File: config.mk
export PLATFORM = sky130hd
export DESIGN_NAME = backend
export DESIGN_NICKNAME = d
export VERILOG_FILES = /design/src/design/backend_pkg.sv /design/src/design/backend_ifs.sv /design/src/design/alu_unit.sv /design/src/design/backend.sv /design/src/design/int_regfile.sv /design/src/design/issue_stage.sv /design/src/design/reorder_buffer.sv
export SDC_FILE = /design/constraint.sdc
export NUM_CORES = 2
export LEC_CHECK = 0
export BUFFER_PORTS_ARGS = -buffer_cell sky130_fd_sc_hd__buf_4
export CELL_PAD_IN_SITES_DETAIL_PLACEMENT = 1
export CELL_PAD_IN_SITES_GLOBAL_PLACEMENT = 1
export CORE_ASPECT_RATIO = 1.2
export CORE_MARGIN = 8
export CORE_UTILIZATION = 55
export DETAILED_ROUTE_END_ITERATION = 7
export GPL_TIMING_DRIVEN = 0
export HOLD_SLACK_MARGIN = 0.02
export PLACE_DENSITY = 0.95
export SLEW_MARGIN = 20
export SYNTH_ARGS = -nofsm -noshare
export SYNTH_HDL_FRONTEND = slang
export SYNTH_SLANG_ARGS = --single-unit
File: constraint.sdc
create_clock -name clk_i -period 8.3 [get_ports clk_i]
set_input_delay 0.83 -clock clk_i [delete_from_list [all_inputs] [get_ports clk_i]]
set_output_delay 0.83 -clock clk_i [all_outputs]
set_load 0.02 [all_outputs]
File: src/design/backend_pkg.sv
`default_nettype none

package backend_pkg;

  // --------------------------------------------------
  // Widths
  // --------------------------------------------------
  localparam int unsigned XLEN        = 32;
  localparam int unsigned ILEN        = 32;
  localparam int unsigned REG_IDX_LEN = 5;
  localparam int unsigned REG_NUM     = 32;

  typedef logic [XLEN-1:0]        xlen_t;
  typedef logic [ILEN-1:0]        instr_t;
  typedef logic [REG_IDX_LEN-1:0] reg_idx_t;

  // --------------------------------------------------
  // ALU operations
  // --------------------------------------------------
  // PASS_B forwards operand B, used by LUI
  typedef enum logic [3:0] {
    ALU_ADD,
    ALU_SUB,
    ALU_SLT,
    ALU_XOR,
    ALU_OR,
    ALU_AND,
    ALU_SLL,
    ALU_SRL,
    ALU_PASS_B
  } alu_op_e;

  // --------------------------------------------------
  // Major opcodes, instr[6:0]
  // --------------------------------------------------
  localparam logic [6:0] OPCODE_OP     = 7'b0110011;
  localparam logic [6:0] OPCODE_OP_IMM = 7'b0010011;
  localparam logic [6:0] OPCODE_LUI    = 7'b0110111;

endpackage

`default_nettype wire

File: src/design/backend_ifs.sv
`timescale 1ns/1ps
`default_nettype none

// Issue stage <-> register status and values
interface rename_if #(
  parameter int unsigned ROB_DEPTH = 8
);
  import backend_pkg::*;

  localparam int unsigned TAG_W = $clog2(ROB_DEPTH);

  logic             rename_valid;
  reg_idx_t         rd_idx;
  logic [TAG_W-1:0] tag;
  reg_idx_t         rs1_idx;
  reg_idx_t         rs2_idx;
  logic             rs1_busy;
  logic [TAG_W-1:0] rs1_tag;
  xlen_t            rs1_value;
  logic             rs2_busy;
  logic [TAG_W-1:0] rs2_tag;
  xlen_t            rs2_value;

  modport issue (
    output rename_valid, rd_idx, tag, rs1_idx, rs2_idx,
    input  rs1_busy, rs1_tag, rs1_value, rs2_busy, rs2_tag, rs2_value
  );

  modport regfile (
    input  rename_valid, rd_idx, tag, rs1_idx, rs2_idx,
    output rs1_busy, rs1_tag, rs1_value, rs2_busy, rs2_tag, rs2_value
  );
endinterface

// Issue stage <-> reorder buffer allocation and operand lookup
interface rob_alloc_if #(
  parameter int unsigned ROB_DEPTH = 8
);
  import backend_pkg::*;

  localparam int unsigned TAG_W = $clog2(ROB_DEPTH);

  logic             alloc_valid;
  logic             alloc_ready;
  reg_idx_t         alloc_rd_idx;
  logic [TAG_W-1:0] tail_tag;
  logic [TAG_W-1:0] rs1_tag;
  logic [TAG_W-1:0] rs2_tag;
  logic             rs1_done;
  xlen_t            rs1_value;
  logic             rs2_done;
  xlen_t            rs2_value;

  modport issue (
    output alloc_valid, alloc_rd_idx, rs1_tag, rs2_tag,
    input  alloc_ready, tail_tag, rs1_done, rs1_value, rs2_done, rs2_value
  );

  modport rob (
    input  alloc_valid, alloc_rd_idx, rs1_tag, rs2_tag,
    output alloc_ready, tail_tag, rs1_done, rs1_value, rs2_done, rs2_value
  );
endinterface

// Issue stage -> ALU, no back-pressure
interface exec_if #(
  parameter int unsigned ROB_DEPTH = 8
);
  import backend_pkg::*;

  localparam int unsigned TAG_W = $clog2(ROB_DEPTH);

  logic             valid;
  alu_op_e          op;
  xlen_t            operand_a;
  xlen_t            operand_b;
  logic [TAG_W-1:0] tag;

  modport issue (output valid, op, operand_a, operand_b, tag);
  modport alu   (input  valid, op, operand_a, operand_b, tag);
endinterface

// Reorder buffer retirement -> register file
interface commit_if #(
  parameter int unsigned ROB_DEPTH = 8
);
  import backend_pkg::*;

  localparam int unsigned TAG_W = $clog2(ROB_DEPTH);

  logic             valid;
  reg_idx_t         rd_idx;
  xlen_t            value;
  logic [TAG_W-1:0] tag;

  modport rob     (output valid, rd_idx, value, tag);
  modport regfile (input  valid, rd_idx, value, tag);
endinterface

`default_nettype wire

File: src/design/alu_unit.sv
`timescale 1ns/1ps
`default_nettype none

module alu_unit #(
  parameter int unsigned ROB_DEPTH = 8
) (
  input  logic                         clk_i,
  input  logic                         rst_n_i,
  exec_if.alu                          exec_i,
  output logic                         cdb_valid_o,
  output logic [$clog2(ROB_DEPTH)-1:0] cdb_tag_o,
  output backend_pkg::xlen_t           cdb_value_o
);
  import backend_pkg::*;

  localparam int unsigned TAG_W = $clog2(ROB_DEPTH);

  logic             s1_valid_q;
  alu_op_e          s1_op_q;
  xlen_t            s1_a_q;
  xlen_t            s1_b_q;
  logic [TAG_W-1:0] s1_tag_q;

  logic [4:0]       shamt;
  xlen_t            result;

  // --------------------------------------------------
  // Stage 1: operand register
  // --------------------------------------------------
  always_ff @(posedge clk_i) begin
    if (!rst_n_i) begin
      s1_valid_q <= 1'b0;
    end else begin
      s1_valid_q <= exec_i.valid;
    end
  end

  always_ff @(posedge clk_i) begin
    s1_op_q  <= exec_i.op;
    s1_a_q   <= exec_i.operand_a;
    s1_b_q   <= exec_i.operand_b;
    s1_tag_q <= exec_i.tag;
  end

  // --------------------------------------------------
  // Stage 2: compute and drive the result bus
  // --------------------------------------------------
  assign shamt = s1_b_q[4:0];

  always_comb begin
    case (s1_op_q)
      ALU_ADD:    result = s1_a_q + s1_b_q;
      ALU_SUB:    result = s1_a_q - s1_b_q;
      ALU_SLT:    result = xlen_t'($signed(s1_a_q) < $signed(s1_b_q));
      ALU_XOR:    result = s1_a_q ^ s1_b_q;
      ALU_OR:     result = s1_a_q | s1_b_q;
      ALU_AND:    result = s1_a_q & s1_b_q;
      ALU_SLL:    result = s1_a_q << shamt;
      ALU_SRL:    result = s1_a_q >> shamt;
      ALU_PASS_B: result = s1_b_q;
      default:    result = '0;
    endcase
  end

  always_ff @(posedge clk_i) begin
    if (!rst_n_i) begin
      cdb_valid_o <= 1'b0;
    end else begin
      cdb_valid_o <= s1_valid_q;
    end
  end

  always_ff @(posedge clk_i) begin
    cdb_tag_o   <= s1_tag_q;
    cdb_value_o <= result;
  end

endmodule

`default_nettype wire

File: src/design/backend.sv
`timescale 1ns/1ps
`default_nettype none

module backend #(
  parameter int unsigned ROB_DEPTH = 8
) (
  input  logic                  clk_i,
  input  logic                  rst_n_i,
  input  logic                  instr_valid_i,
  output logic                  instr_ready_o,
  input  backend_pkg::instr_t   instr_i,
  output logic                  commit_valid_o,
  input  logic                  commit_ready_i,
  output backend_pkg::reg_idx_t commit_rd_idx_o,
  output backend_pkg::xlen_t    commit_value_o
);
  import backend_pkg::*;

  // Result bus, ALU -> reorder buffer
  logic                         cdb_valid;
  logic [$clog2(ROB_DEPTH)-1:0] cdb_tag;
  xlen_t                        cdb_value;

  rename_if    #(.ROB_DEPTH(ROB_DEPTH)) u_rename_if ();
  rob_alloc_if #(.ROB_DEPTH(ROB_DEPTH)) u_alloc_if ();
  exec_if      #(.ROB_DEPTH(ROB_DEPTH)) u_exec_if ();
  commit_if    #(.ROB_DEPTH(ROB_DEPTH)) u_commit_if ();

  // --------------------------------------------------
  // Issue -> ALU -> reorder buffer -> register file
  // --------------------------------------------------
  issue_stage #(.ROB_DEPTH(ROB_DEPTH)) u_issue_stage (
    .clk_i        (clk_i),
    .rst_n_i      (rst_n_i),
    .instr_valid_i(instr_valid_i),
    .instr_ready_o(instr_ready_o),
    .instr_i      (instr_i),
    .rename_o     (u_rename_if.issue),
    .alloc_o      (u_alloc_if.issue),
    .exec_o       (u_exec_if.issue)
  );

  int_regfile #(.ROB_DEPTH(ROB_DEPTH)) u_int_regfile (
    .clk_i   (clk_i),
    .rst_n_i (rst_n_i),
    .rename_i(u_rename_if.regfile),
    .commit_i(u_commit_if.regfile)
  );

  alu_unit #(.ROB_DEPTH(ROB_DEPTH)) u_alu_unit (
    .clk_i      (clk_i),
    .rst_n_i    (rst_n_i),
    .exec_i     (u_exec_if.alu),
    .cdb_valid_o(cdb_valid),
    .cdb_tag_o  (cdb_tag),
    .cdb_value_o(cdb_value)
  );

  reorder_buffer #(.ROB_DEPTH(ROB_DEPTH)) u_reorder_buffer (
    .clk_i          (clk_i),
    .rst_n_i        (rst_n_i),
    .alloc_i        (u_alloc_if.rob),
    .cdb_valid_i    (cdb_valid),
    .cdb_tag_i      (cdb_tag),
    .cdb_value_i    (cdb_value),
    .commit_o       (u_commit_if.rob),
    .commit_valid_o (commit_valid_o),
    .commit_ready_i (commit_ready_i),
    .commit_rd_idx_o(commit_rd_idx_o),
    .commit_value_o (commit_value_o)
  );

endmodule

`default_nettype wire

File: src/design/int_regfile.sv
`timescale 1ns/1ps
`default_nettype none

module int_regfile #(
  parameter int unsigned ROB_DEPTH = 8
) (
  input  logic       clk_i,
  input  logic       rst_n_i,
  rename_if.regfile  rename_i,
  commit_if.regfile  commit_i
);
  import backend_pkg::*;

  localparam int unsigned TAG_W = $clog2(ROB_DEPTH);

  xlen_t              value_q [REG_NUM];
  logic [REG_NUM-1:0] busy_q;
  logic [TAG_W-1:0]   tag_q [REG_NUM];

  logic rename_en;
  logic commit_en;
  logic clear_busy;

  // x0 is never renamed and never written
  assign rename_en = rename_i.rename_valid && (rename_i.rd_idx != '0);
  assign commit_en = commit_i.valid && (commit_i.rd_idx != '0);

  // Only the youngest producer clears busy, a same-cycle rename wins
  assign clear_busy = commit_en && (tag_q[commit_i.rd_idx] == commit_i.tag) &&
                      !(rename_en && (rename_i.rd_idx == commit_i.rd_idx));

  always_ff @(posedge clk_i) begin
    if (!rst_n_i) begin
      busy_q <= '0;
      for (int i = 0; i < REG_NUM; i++) begin
        value_q[i] <= '0;
      end
    end else begin
      if (commit_en) begin
        value_q[commit_i.rd_idx] <= commit_i.value;
      end
      if (clear_busy) begin
        busy_q[commit_i.rd_idx] <= 1'b0;
      end
      if (rename_en) begin
        busy_q[rename_i.rd_idx] <= 1'b1;
      end
    end
  end

  always_ff @(posedge clk_i) begin
    if (rename_en) begin
      tag_q[rename_i.rd_idx] <= rename_i.tag;
    end
  end

  // Read ports
  assign rename_i.rs1_busy  = busy_q[rename_i.rs1_idx];
  assign rename_i.rs1_tag   = tag_q[rename_i.rs1_idx];
  assign rename_i.rs1_value = value_q[rename_i.rs1_idx];
  assign rename_i.rs2_busy  = busy_q[rename_i.rs2_idx];
  assign rename_i.rs2_tag   = tag_q[rename_i.rs2_idx];
  assign rename_i.rs2_value = value_q[rename_i.rs2_idx];

endmodule

`default_nettype wire

File: src/design/issue_stage.sv
`timescale 1ns/1ps
`default_nettype none

module issue_stage #(
  parameter int unsigned ROB_DEPTH = 8
) (
  input  logic                clk_i,
  input  logic                rst_n_i,
  input  logic                instr_valid_i,
  output logic                instr_ready_o,
  input  backend_pkg::instr_t instr_i,
  rename_if.issue             rename_o,
  rob_alloc_if.issue          alloc_o,
  exec_if.issue               exec_o
);
  import backend_pkg::*;

  localparam int unsigned TAG_W = $clog2(ROB_DEPTH);

  instr_t           instr_q;
  logic             full_q;
  logic             active_q;
  logic             dispatch;
  logic             operands_ok;
  logic [TAG_W-1:0] disp_tag;

  alu_op_e          op;
  reg_idx_t         rd_idx;
  xlen_t            imm;
  logic             use_rs1;
  logic             use_rs2;
  logic             use_imm;
  logic             legal;
  xlen_t            rs1_val;
  xlen_t            rs2_val;

  // --------------------------------------------------
  // Input register
  // --------------------------------------------------
  always_ff @(posedge clk_i) begin
    if (!rst_n_i) begin
      full_q   <= 1'b0;
      active_q <= 1'b0;
    end else begin
      active_q <= 1'b1;
      if (instr_ready_o) begin
        full_q <= instr_valid_i;
      end
    end
  end

  always_ff @(posedge clk_i) begin
    if (instr_valid_i && instr_ready_o) begin
      instr_q <= instr_i;
    end
  end

  // Refill in the same cycle as dispatch
  assign instr_ready_o = active_q && (!full_q || dispatch);

  // --------------------------------------------------
  // Decoder
  // --------------------------------------------------
  always_comb begin
    op      = ALU_ADD;
    imm     = {{20{instr_q[31]}}, instr_q[31:20]};
    use_rs1 = 1'b0;
    use_rs2 = 1'b0;
    use_imm = 1'b0;
    legal   = 1'b1;
    case (instr_q[6:0])
      OPCODE_OP: begin
        use_rs1 = 1'b1;
        use_rs2 = 1'b1;
        case (instr_q[14:12])
          3'b000:  op = instr_q[30] ? ALU_SUB : ALU_ADD;
          3'b001:  op = ALU_SLL;
          3'b010:  op = ALU_SLT;
          3'b100:  op = ALU_XOR;
          3'b101:  op = ALU_SRL;
          3'b110:  op = ALU_OR;
          3'b111:  op = ALU_AND;
          default: legal = 1'b0;
        endcase
        // funct7 is zero except for SUB
        if (instr_q[31:25] != 7'b0 &&
            !(instr_q[31:25] == 7'b0100000 && instr_q[14:12] == 3'b000)) begin
          legal = 1'b0;
        end
      end
      OPCODE_OP_IMM: begin
        use_rs1 = 1'b1;
        use_imm = 1'b1;
        case (instr_q[14:12])
          3'b000:  op = ALU_ADD;
          3'b010:  op = ALU_SLT;
          3'b100:  op = ALU_XOR;
          3'b110:  op = ALU_OR;
          3'b111:  op = ALU_AND;
          default: legal = 1'b0;
        endcase
      end
      OPCODE_LUI: begin
        op      = ALU_PASS_B;
        imm     = {instr_q[31:12], 12'b0};
        use_imm = 1'b1;
      end
      default: legal = 1'b0;
    endcase
    // Unsupported: x0 <- x0 + x0
    if (!legal) begin
      op      = ALU_ADD;
      use_rs1 = 1'b0;
      use_rs2 = 1'b0;
      use_imm = 1'b0;
    end
  end

  assign rd_idx = legal ? instr_q[11:7] : '0;

  // --------------------------------------------------
  // Operand selection
  // --------------------------------------------------
  // Unused sources read x0, which is never busy
  assign rename_o.rs1_idx = use_rs1 ? instr_q[19:15] : '0;
  assign rename_o.rs2_idx = use_rs2 ? instr_q[24:20] : '0;
  assign alloc_o.rs1_tag  = rename_o.rs1_tag;
  assign alloc_o.rs2_tag  = rename_o.rs2_tag;

  assign rs1_val = rename_o.rs1_busy ? alloc_o.rs1_value : rename_o.rs1_value;
  assign rs2_val = rename_o.rs2_busy ? alloc_o.rs2_value : rename_o.rs2_value;

  assign operands_ok = (!rename_o.rs1_busy || alloc_o.rs1_done) &&
                       (!rename_o.rs2_busy || alloc_o.rs2_done);

  // --------------------------------------------------
  // Dispatch
  // --------------------------------------------------
  assign disp_tag = alloc_o.tail_tag;
  assign dispatch = alloc_o.alloc_valid && alloc_o.alloc_ready;

  assign alloc_o.alloc_valid  = full_q && operands_ok;
  assign alloc_o.alloc_rd_idx = rd_idx;

  assign rename_o.rename_valid = dispatch;
  assign rename_o.rd_idx       = rd_idx;
  assign rename_o.tag          = disp_tag;

  assign exec_o.valid     = dispatch;
  assign exec_o.op        = op;
  assign exec_o.operand_a = rs1_val;
  assign exec_o.operand_b = use_imm ? imm : rs2_val;
  assign exec_o.tag       = disp_tag;

endmodule

`default_nettype wire

File: src/design/reorder_buffer.sv
`timescale 1ns/1ps
`default_nettype none

module reorder_buffer #(
  parameter int unsigned ROB_DEPTH = 8
) (
  input  logic                         clk_i,
  input  logic                         rst_n_i,
  rob_alloc_if.rob                     alloc_i,
  input  logic                         cdb_valid_i,
  input  logic [$clog2(ROB_DEPTH)-1:0] cdb_tag_i,
  input  backend_pkg::xlen_t           cdb_value_i,
  commit_if.rob                        commit_o,
  output logic                         commit_valid_o,
  input  logic                         commit_ready_i,
  output backend_pkg::reg_idx_t        commit_rd_idx_o,
  output backend_pkg::xlen_t           commit_value_o
);
  import backend_pkg::*;

  localparam int unsigned    TAG_W      = $clog2(ROB_DEPTH);
  localparam logic [TAG_W:0] FULL_COUNT = (TAG_W + 1)'(ROB_DEPTH);

  // Entry storage
  reg_idx_t             rd_q [ROB_DEPTH];
  xlen_t                value_q [ROB_DEPTH];
  logic [ROB_DEPTH-1:0] done_q;

  // Circular pointers, power-of-two depth wraps for free
  logic [TAG_W-1:0]     head_q;
  logic [TAG_W-1:0]     tail_q;
  logic [TAG_W:0]       count_q;

  logic                 alloc_fire;
  logic                 retire;

  assign alloc_i.alloc_ready = (count_q != FULL_COUNT);
  assign alloc_i.tail_tag    = tail_q;
  assign alloc_fire          = alloc_i.alloc_valid && alloc_i.alloc_ready;

  assign commit_valid_o = (count_q != '0) && done_q[head_q];
  assign retire         = commit_valid_o && commit_ready_i;

  // --------------------------------------------------
  // Pointers and occupancy
  // --------------------------------------------------
  always_ff @(posedge clk_i) begin
    if (!rst_n_i) begin
      head_q  <= '0;
      tail_q  <= '0;
      count_q <= '0;
    end else begin
      if (alloc_fire) begin
        tail_q <= tail_q + 1'b1;
      end
      if (retire) begin
        head_q <= head_q + 1'b1;
      end
      case ({alloc_fire, retire})
        2'b10:   count_q <= count_q + 1'b1;
        2'b01:   count_q <= count_q - 1'b1;
        default: count_q <= count_q;
      endcase
    end
  end

  // --------------------------------------------------
  // Entry state
  // --------------------------------------------------
  // A result never targets the entry being allocated
  always_ff @(posedge clk_i) begin
    if (!rst_n_i) begin
      done_q <= '0;
    end else begin
      if (alloc_fire) begin
        done_q[tail_q] <= 1'b0;
      end
      if (cdb_valid_i) begin
        done_q[cdb_tag_i] <= 1'b1;
      end
    end
  end

  always_ff @(posedge clk_i) begin
    if (alloc_fire) begin
      rd_q[tail_q] <= alloc_i.alloc_rd_idx;
    end
    if (cdb_valid_i) begin
      value_q[cdb_tag_i] <= cdb_value_i;
    end
  end

  // Operand lookup for the issue stage
  assign alloc_i.rs1_done  = done_q[alloc_i.rs1_tag];
  assign alloc_i.rs1_value = value_q[alloc_i.rs1_tag];
  assign alloc_i.rs2_done  = done_q[alloc_i.rs2_tag];
  assign alloc_i.rs2_value = value_q[alloc_i.rs2_tag];

  // --------------------------------------------------
  // In-order retirement
  // --------------------------------------------------
  assign commit_rd_idx_o = rd_q[head_q];
  assign commit_value_o  = value_q[head_q];

  // Register file sees only completed handshakes
  assign commit_o.valid  = retire;
  assign commit_o.rd_idx = rd_q[head_q];
  assign commit_o.value  = value_q[head_q];
  assign commit_o.tag    = head_q;

endmodule

`default_nettype wire

==> flow_metrics.tcl, run 1 <==
set metrics [dict create \
    htreeDepth 4 \
    synth_seq_cells 1611 \
    ys.flop_type "edfxtp_1" \
    grt_usage_pct 65.1 \
    synthArstFlopShare_pct 0 \
    io_pins 75 \
    grt_pass1_wl_mm 831 \
    ys_seq_area_share_pct 51.1 \
    cts.sink_count 1611 \
    post_cts_resized 0 \
    cts_root_buffer "clkbuf_16" \
    post_cts_buffers 0 \
    postSynthCellCount 9308 \
    cts_buffers 169 \
    dp_hpwl_mm 410 \
    grt_start_max_net_pins 40 \
    yosys_warnings 0 \
    start_util_pct 55.1 \
    status "stopped before the end" \
    fp.dieW_um 388 \
    cts_buffer_depth 3 \
    error_line "[ERROR GRT-0116] Global routing finished with congestion. Check the congestion regions in the DRC Viewer." \
    syn_area_sq_mm 0.0914 \
    numPortBuffers 74 \
    grt_overflow 6 \
    grt_pass1_vias 103000 \
    synth_area_per_cell_sq_um 9.82 \
    ctsHoldBuffers 0 \
    fp.dieH_um 463 \
    yosys.cell_types.count 92 \
    routabilityCongestion 1.25 \
    num_rows 164 \
    lastStage "global routing (5_1_grt)" \
    synth_edf_count 1448 \
]
==> Yosys cell counts, types with 12 or more instances <==
cell type | count | share of area [%]
nor2_1 | 1530 | 6.3
edfxtp_1 | 1448 | 48
nand2_1 | 1342 | 5.5
nand3_1 | 692 | 3.8
clkbuf_1 | 680 | 2.8
mux2i_1 | 588 | 6.4
o21ai_0 | 394 | 2.2
a21oi_1 | 333 | 1.8
mux2_2 | 201 | 2.5
o22ai_1 | 171 | 1.2
dfxtp_1 | 163 | 3.6
mux4_2 | 158 | 3.9
inv_1 | 156 | 0.64
buf_1 | 138 | 0.57
nor3_1 | 124 | 0.68
a211oi_1 | 105 | 0.86
a311oi_1 | 105 | 1.0
ha_1 | 102 | 1.4
and3_1 | 97 | 0.66
o211ai_1 | 93 | 0.76
a31oi_1 | 68 | 0.47
a221oi_1 | 61 | 0.58
a22oi_1 | 57 | 0.47
a21o_1 | 46 | 0.38
a32oi_1 | 33 | 0.32
nand4_1 | 29 | 0.20
a221o_1 | 27 | 0.30
buf_2 | 26 | 0.14
nand2b_1 | 23 | 0.16
o221ai_1 | 23 | 0.22
o21bai_1 | 20 | 0.16
or4_1 | 18 | 0.15
or3_1 | 16 | 0.11
a22o_1 | 14 | 0.13
a211o_1 | 13 | 0.12
and2_1 | 13 | 0.089
nor4_1 | 12 | 0.082
o2111ai_1 | 12 | 0.11
==> metrics by stage <==
stage,hold slack [ps],setup TNS [ps],area (sq um),worst slack [ps],instances
2_1_floorplan,310,0,91500,3160,9342
3_3_place_gp,314,-192800,94800,-1600,11600
3_5_place_dp,323,0,96500,686,11700
4_1_cts,84.1,0,102000,343,12000
==> logic make-up after synthesis <==
family | Yosys count | share of synthesized area, %
AOI/OAI and AO/OA | 1675 | 12.1
muxes | 947 | 12.8
and+or+nand+nor | 3946 | 18.2
other | 1 | 0.00410
DFF | 1611 | 51.1
buffers and inverters | 1010 | 4.20
xor gates and xnor gates | 14 | 0.134
adders and majority gates | 104 | 1.44
==> per-layer routing <==
layer / global-route usage [%] / GRT overflow
met2: 86.3 / 1
met3: 44.4 / 0
met5: 19.6 / 0
met4: 65.4 / 5
met1: 64.2 / 0
==> run 2: changes to the inputs <==
--- a/config.mk
+++ b/config.mk
@@ -6,15 +6,11 @@
 export NUM_CORES = 2
 export LEC_CHECK = 0
 export BUFFER_PORTS_ARGS = -buffer_cell sky130_fd_sc_hd__buf_4
-export CELL_PAD_IN_SITES_DETAIL_PLACEMENT = 1
-export CELL_PAD_IN_SITES_GLOBAL_PLACEMENT = 1
-export CORE_ASPECT_RATIO = 1.2
 export CORE_MARGIN = 8
-export CORE_UTILIZATION = 55
+export CORE_UTILIZATION = 40
 export DETAILED_ROUTE_END_ITERATION = 7
 export GPL_TIMING_DRIVEN = 0
-export HOLD_SLACK_MARGIN = 0.02
-export PLACE_DENSITY = 0.95
+export PLACE_DENSITY_LB_ADDON = 0.15
 export SLEW_MARGIN = 20
 export SYNTH_ARGS = -nofsm -noshare
 export SYNTH_HDL_FRONTEND = slang
==> run 2 against run 1 <==
Net effect:
- the flow now finishes, with violations (setup timing)
- synthesized area unchanged
- synthesized cell count unchanged
==> flow_metrics.tcl, run 2 <==
set metrics [dict create \
    status "finished with violations" \
    violations "setup timing" \
    setup_viol 8 \
    post-route-period-util_pct 103 \
    routabilityCongestion 1.08 \
    muxShareOfSynthArea_pct 12.8 \
    worst_pin_slew_ps 1450 \
    yosys.cell_types.count 92 \
    cts_root_buffer "clkbuf_16" \
    synth_top_family_by_area "simple AND/OR/NAND/NOR gates" \
    grt_usage_pct 45.8 \
    fp.dieW_um 494 \
    dp_cells 12500 \
    dieArea_sq_mm 0.244 \
    fillers 21800 \
    cp-end-kind "register" \
    crit_arrival_ps 9370 \
    rsz0062_at_grt "false" \
    cap_violations 0 \
    hold_viol_final 0 \
    yosys.area.top_type_share_pct 47.6 \
    drc 0 \
    hold_class "primary input to register" \
    slew_violations 0 \
    fmax_ghz 0.117 \
    dp_hpwl_mm 444 \
    synthAdderAreaFrac_pct 1.44 \
    htreeDepth 4 \
    clk_pin_slew_ps 60 \
    grt_pass1_vias 82300 \
    cts_buffers 187 \
    synth_seq_cells 1611 \
    reg_top3 "u_int_regfile.value_q (1024), u_reorder_buffer.value_q (256), u_int_regfile.tag_q (96)" \
    antenna_found_initial 70 \
    worst-path-max-fanout 10 \
    largest_register_ffs 1024 \
    synth.most_common_cell "nor2_1" \
    clk_latency_ps 890 \
    synth_commonest_cells "1,530 x nor2_1, 1,448 x edfxtp_1, 1,342 x nand2_1" \
    ys_seq_area_share_pct 51.1 \
    timing.final.ws_setup_ps -263 \
    critPathLaunchType "register" \
    ys.flop_type "edfxtp_1" \
    grt_start_max_net_pins 40 \
    final_antenna_net_count 0 \
    power_mw 20.7 \
    postSynthCellCount 9308 \
    wl_per_cell_um 45.0 \
    slew_headroom_pct 2.57 \
    cp.required_ps 9110 \
    fp.coreArea_sq_mm 0.227 \
    critical_path_class "register to register" \
    synth_area_per_cell_sq_um 9.82 \
    grt_overflow 0 \
    numPortBuffers 74 \
    layout_commonest_cell "nor2_1" \
    layout_common_cells "1,522 x nor2_1, 1,448 x edfxtp_1, 1,311 x nand2_1" \
    tritoncts "yes" \
    drive_gt1_share_pct 11.9 \
    yosys_warnings 0 \
    peakVddDrop_v 0.000176 \
    start_util_pct 40.2 \
    synth_area_leaders "edfxtp_1 48%, mux2i_1 6.4%, nor2_1 6.3%, nand2_1 5.5%, mux4_2 3.9%" \
    top_register "u_int_regfile.value_q" \
    synthArstFlopShare_pct 0 \
    synth_xor_area_share_pct 0.134 \
    num_rows 175 \
    synthSimpleGateAreaFrac_pct 18.2 \
    fin_skew_ps 63.1 \
    io_pins 75 \
    synth_edf_count 1448 \
    min_period_ps 8560 \
    drt_iter0_markers 15800 \
    wl_mm 582 \
    fp.dieH_um 494 \
    nNetsFinal 9846 \
    dr.pass1.iters 8 \
    synth_compound_area_share_pct 12.1 \
    syn_area_sq_mm 0.0914 \
    cts.sink_count 1611 \
    final_cells 12900 \
    leakage_nw 39.2 \
    whs_ps 74.2 \
    grt_pass1_wl_mm 756 \
    cellPowerDensity_mw_per_mm2 198 \
    drt-vias-per-instance 6.90 \
    area_growth_pct 14.6 \
    cts_buffer_depth 3 \
    yosys.area.top_type "edfxtp_1" \
    via_count 89200 \
]
==> run 2: cell counts after synthesis <==
No cell type changed its count.
==> run 2: path summary, 6_finish.rpt <==
| check | slack, ps | depth (start not counted) | end | from |
|---|---|---|---|---|
| max | -260 | 16 | u_alu_unit.s1_b_q[20] | u_issue_stage.instr_q[28] |
| min | 70 | 1 | u_issue_stage.active_q | rst_n_i |
| max reg2reg | -260 | 16 | u_alu_unit.s1_b_q[20] | u_issue_stage.instr_q[28] |
| min reg2reg | 330 | 0 | u_alu_unit.cdb_tag_o[1] | u_alu_unit.s1_tag_q[1] |
==> run 2: logic make-up after synthesis <==
| family | Yosys count |
|---|---|
| buffers and inverters | 1010 |
| adders and majority gates | 104 |
| DFF | 1611 |
| muxes | 947 |
| and+or+nand+nor | 3946 |
| AOI/OAI and AO/OA | 1675 |
| xor gates and xnor gates | 14 |
| other | 1 |
==> run 2: routing by layer <==
| metal | track usage, % | vias up | share of wire [%] |
|---|---|---|---|
| li1 | - | 34900 | - |
| met5 | 0.357 | - | 0.054 |
| met3 | 17.0 | 2261 | 13 |
| met2 | 66.0 | 7963 | 41 |
| met4 | 38.5 | 42 | 11 |
| met1 | 54.1 | 44100 | 35 |
==> run 2: area by class of cell <==
cell class	instances	area [sq um]	share of cell area [%]
antenna	65	163	0.155
inverter	162	608	0.580
clock inverter	96	1100	1.05
timing repair buffer	176	2210	2.11
sequential	1611	46700	44.6
multi-input combinational	6721	41600	39.7
tap	3009	3760	3.59
buffer	847	3440	3.28
clock buffer	251	5130	4.90
==> run 2: timing repair <==
item,CTS,global route
gates resized for setup,1,0
endpoints found under the setup margin,2,3
hold endpoints to repair,0,0
pin swaps,1,1
buffers inserted,1,4
hold buffers,0,0
==> run 2: worst max-delay path: stages (launching register included) <==
cell and delay [ps]:
edfxtp_1 720, nor3_1 700, nand3_1 410, nor3_1 590
buf_2 470, buf_2 580, clkbuf_2 590, clkbuf_1 1030
clkbuf_1 1010, nand2_1 130, nand3_1 130, nand3_1 460
nand3_1 240, o21ai_0 90, o21ai_0 690, a221oi_1 420
o21ai_0 160
==> run 2: where the power goes <==
group / total [mW] / internal, mW / switching, mW
logic: 2.56 / 0.689 / 1.87
clock network: 8.70 / 4.89 / 3.81
registers: 9.48 / 9.18 / 0.303
==> run 2: per-stage QoR <==
| stage | util (%) | setup slack, ps | setup TNS [ps] | area (sq um) |
|---|---|---|---|---|
| 2_1_floorplan | - | 3160 | 0 | 91500 |
| 3_3_place_gp | 42.2 | -2060 | -444530 | 95900 |
| 3_5_place_dp | 43.2 | -42.3 | -42.3 | 98300 |
| 4_1_cts | 46.0 | 123 | 0 | 105000 |
| 5_1_grt | 46.1 | 72.0 | 0 | 105000 |
| 6_report | 46.1 | -263 | -950 | 105000 |
No activity file was read; power rests on OpenSTA's default activity.
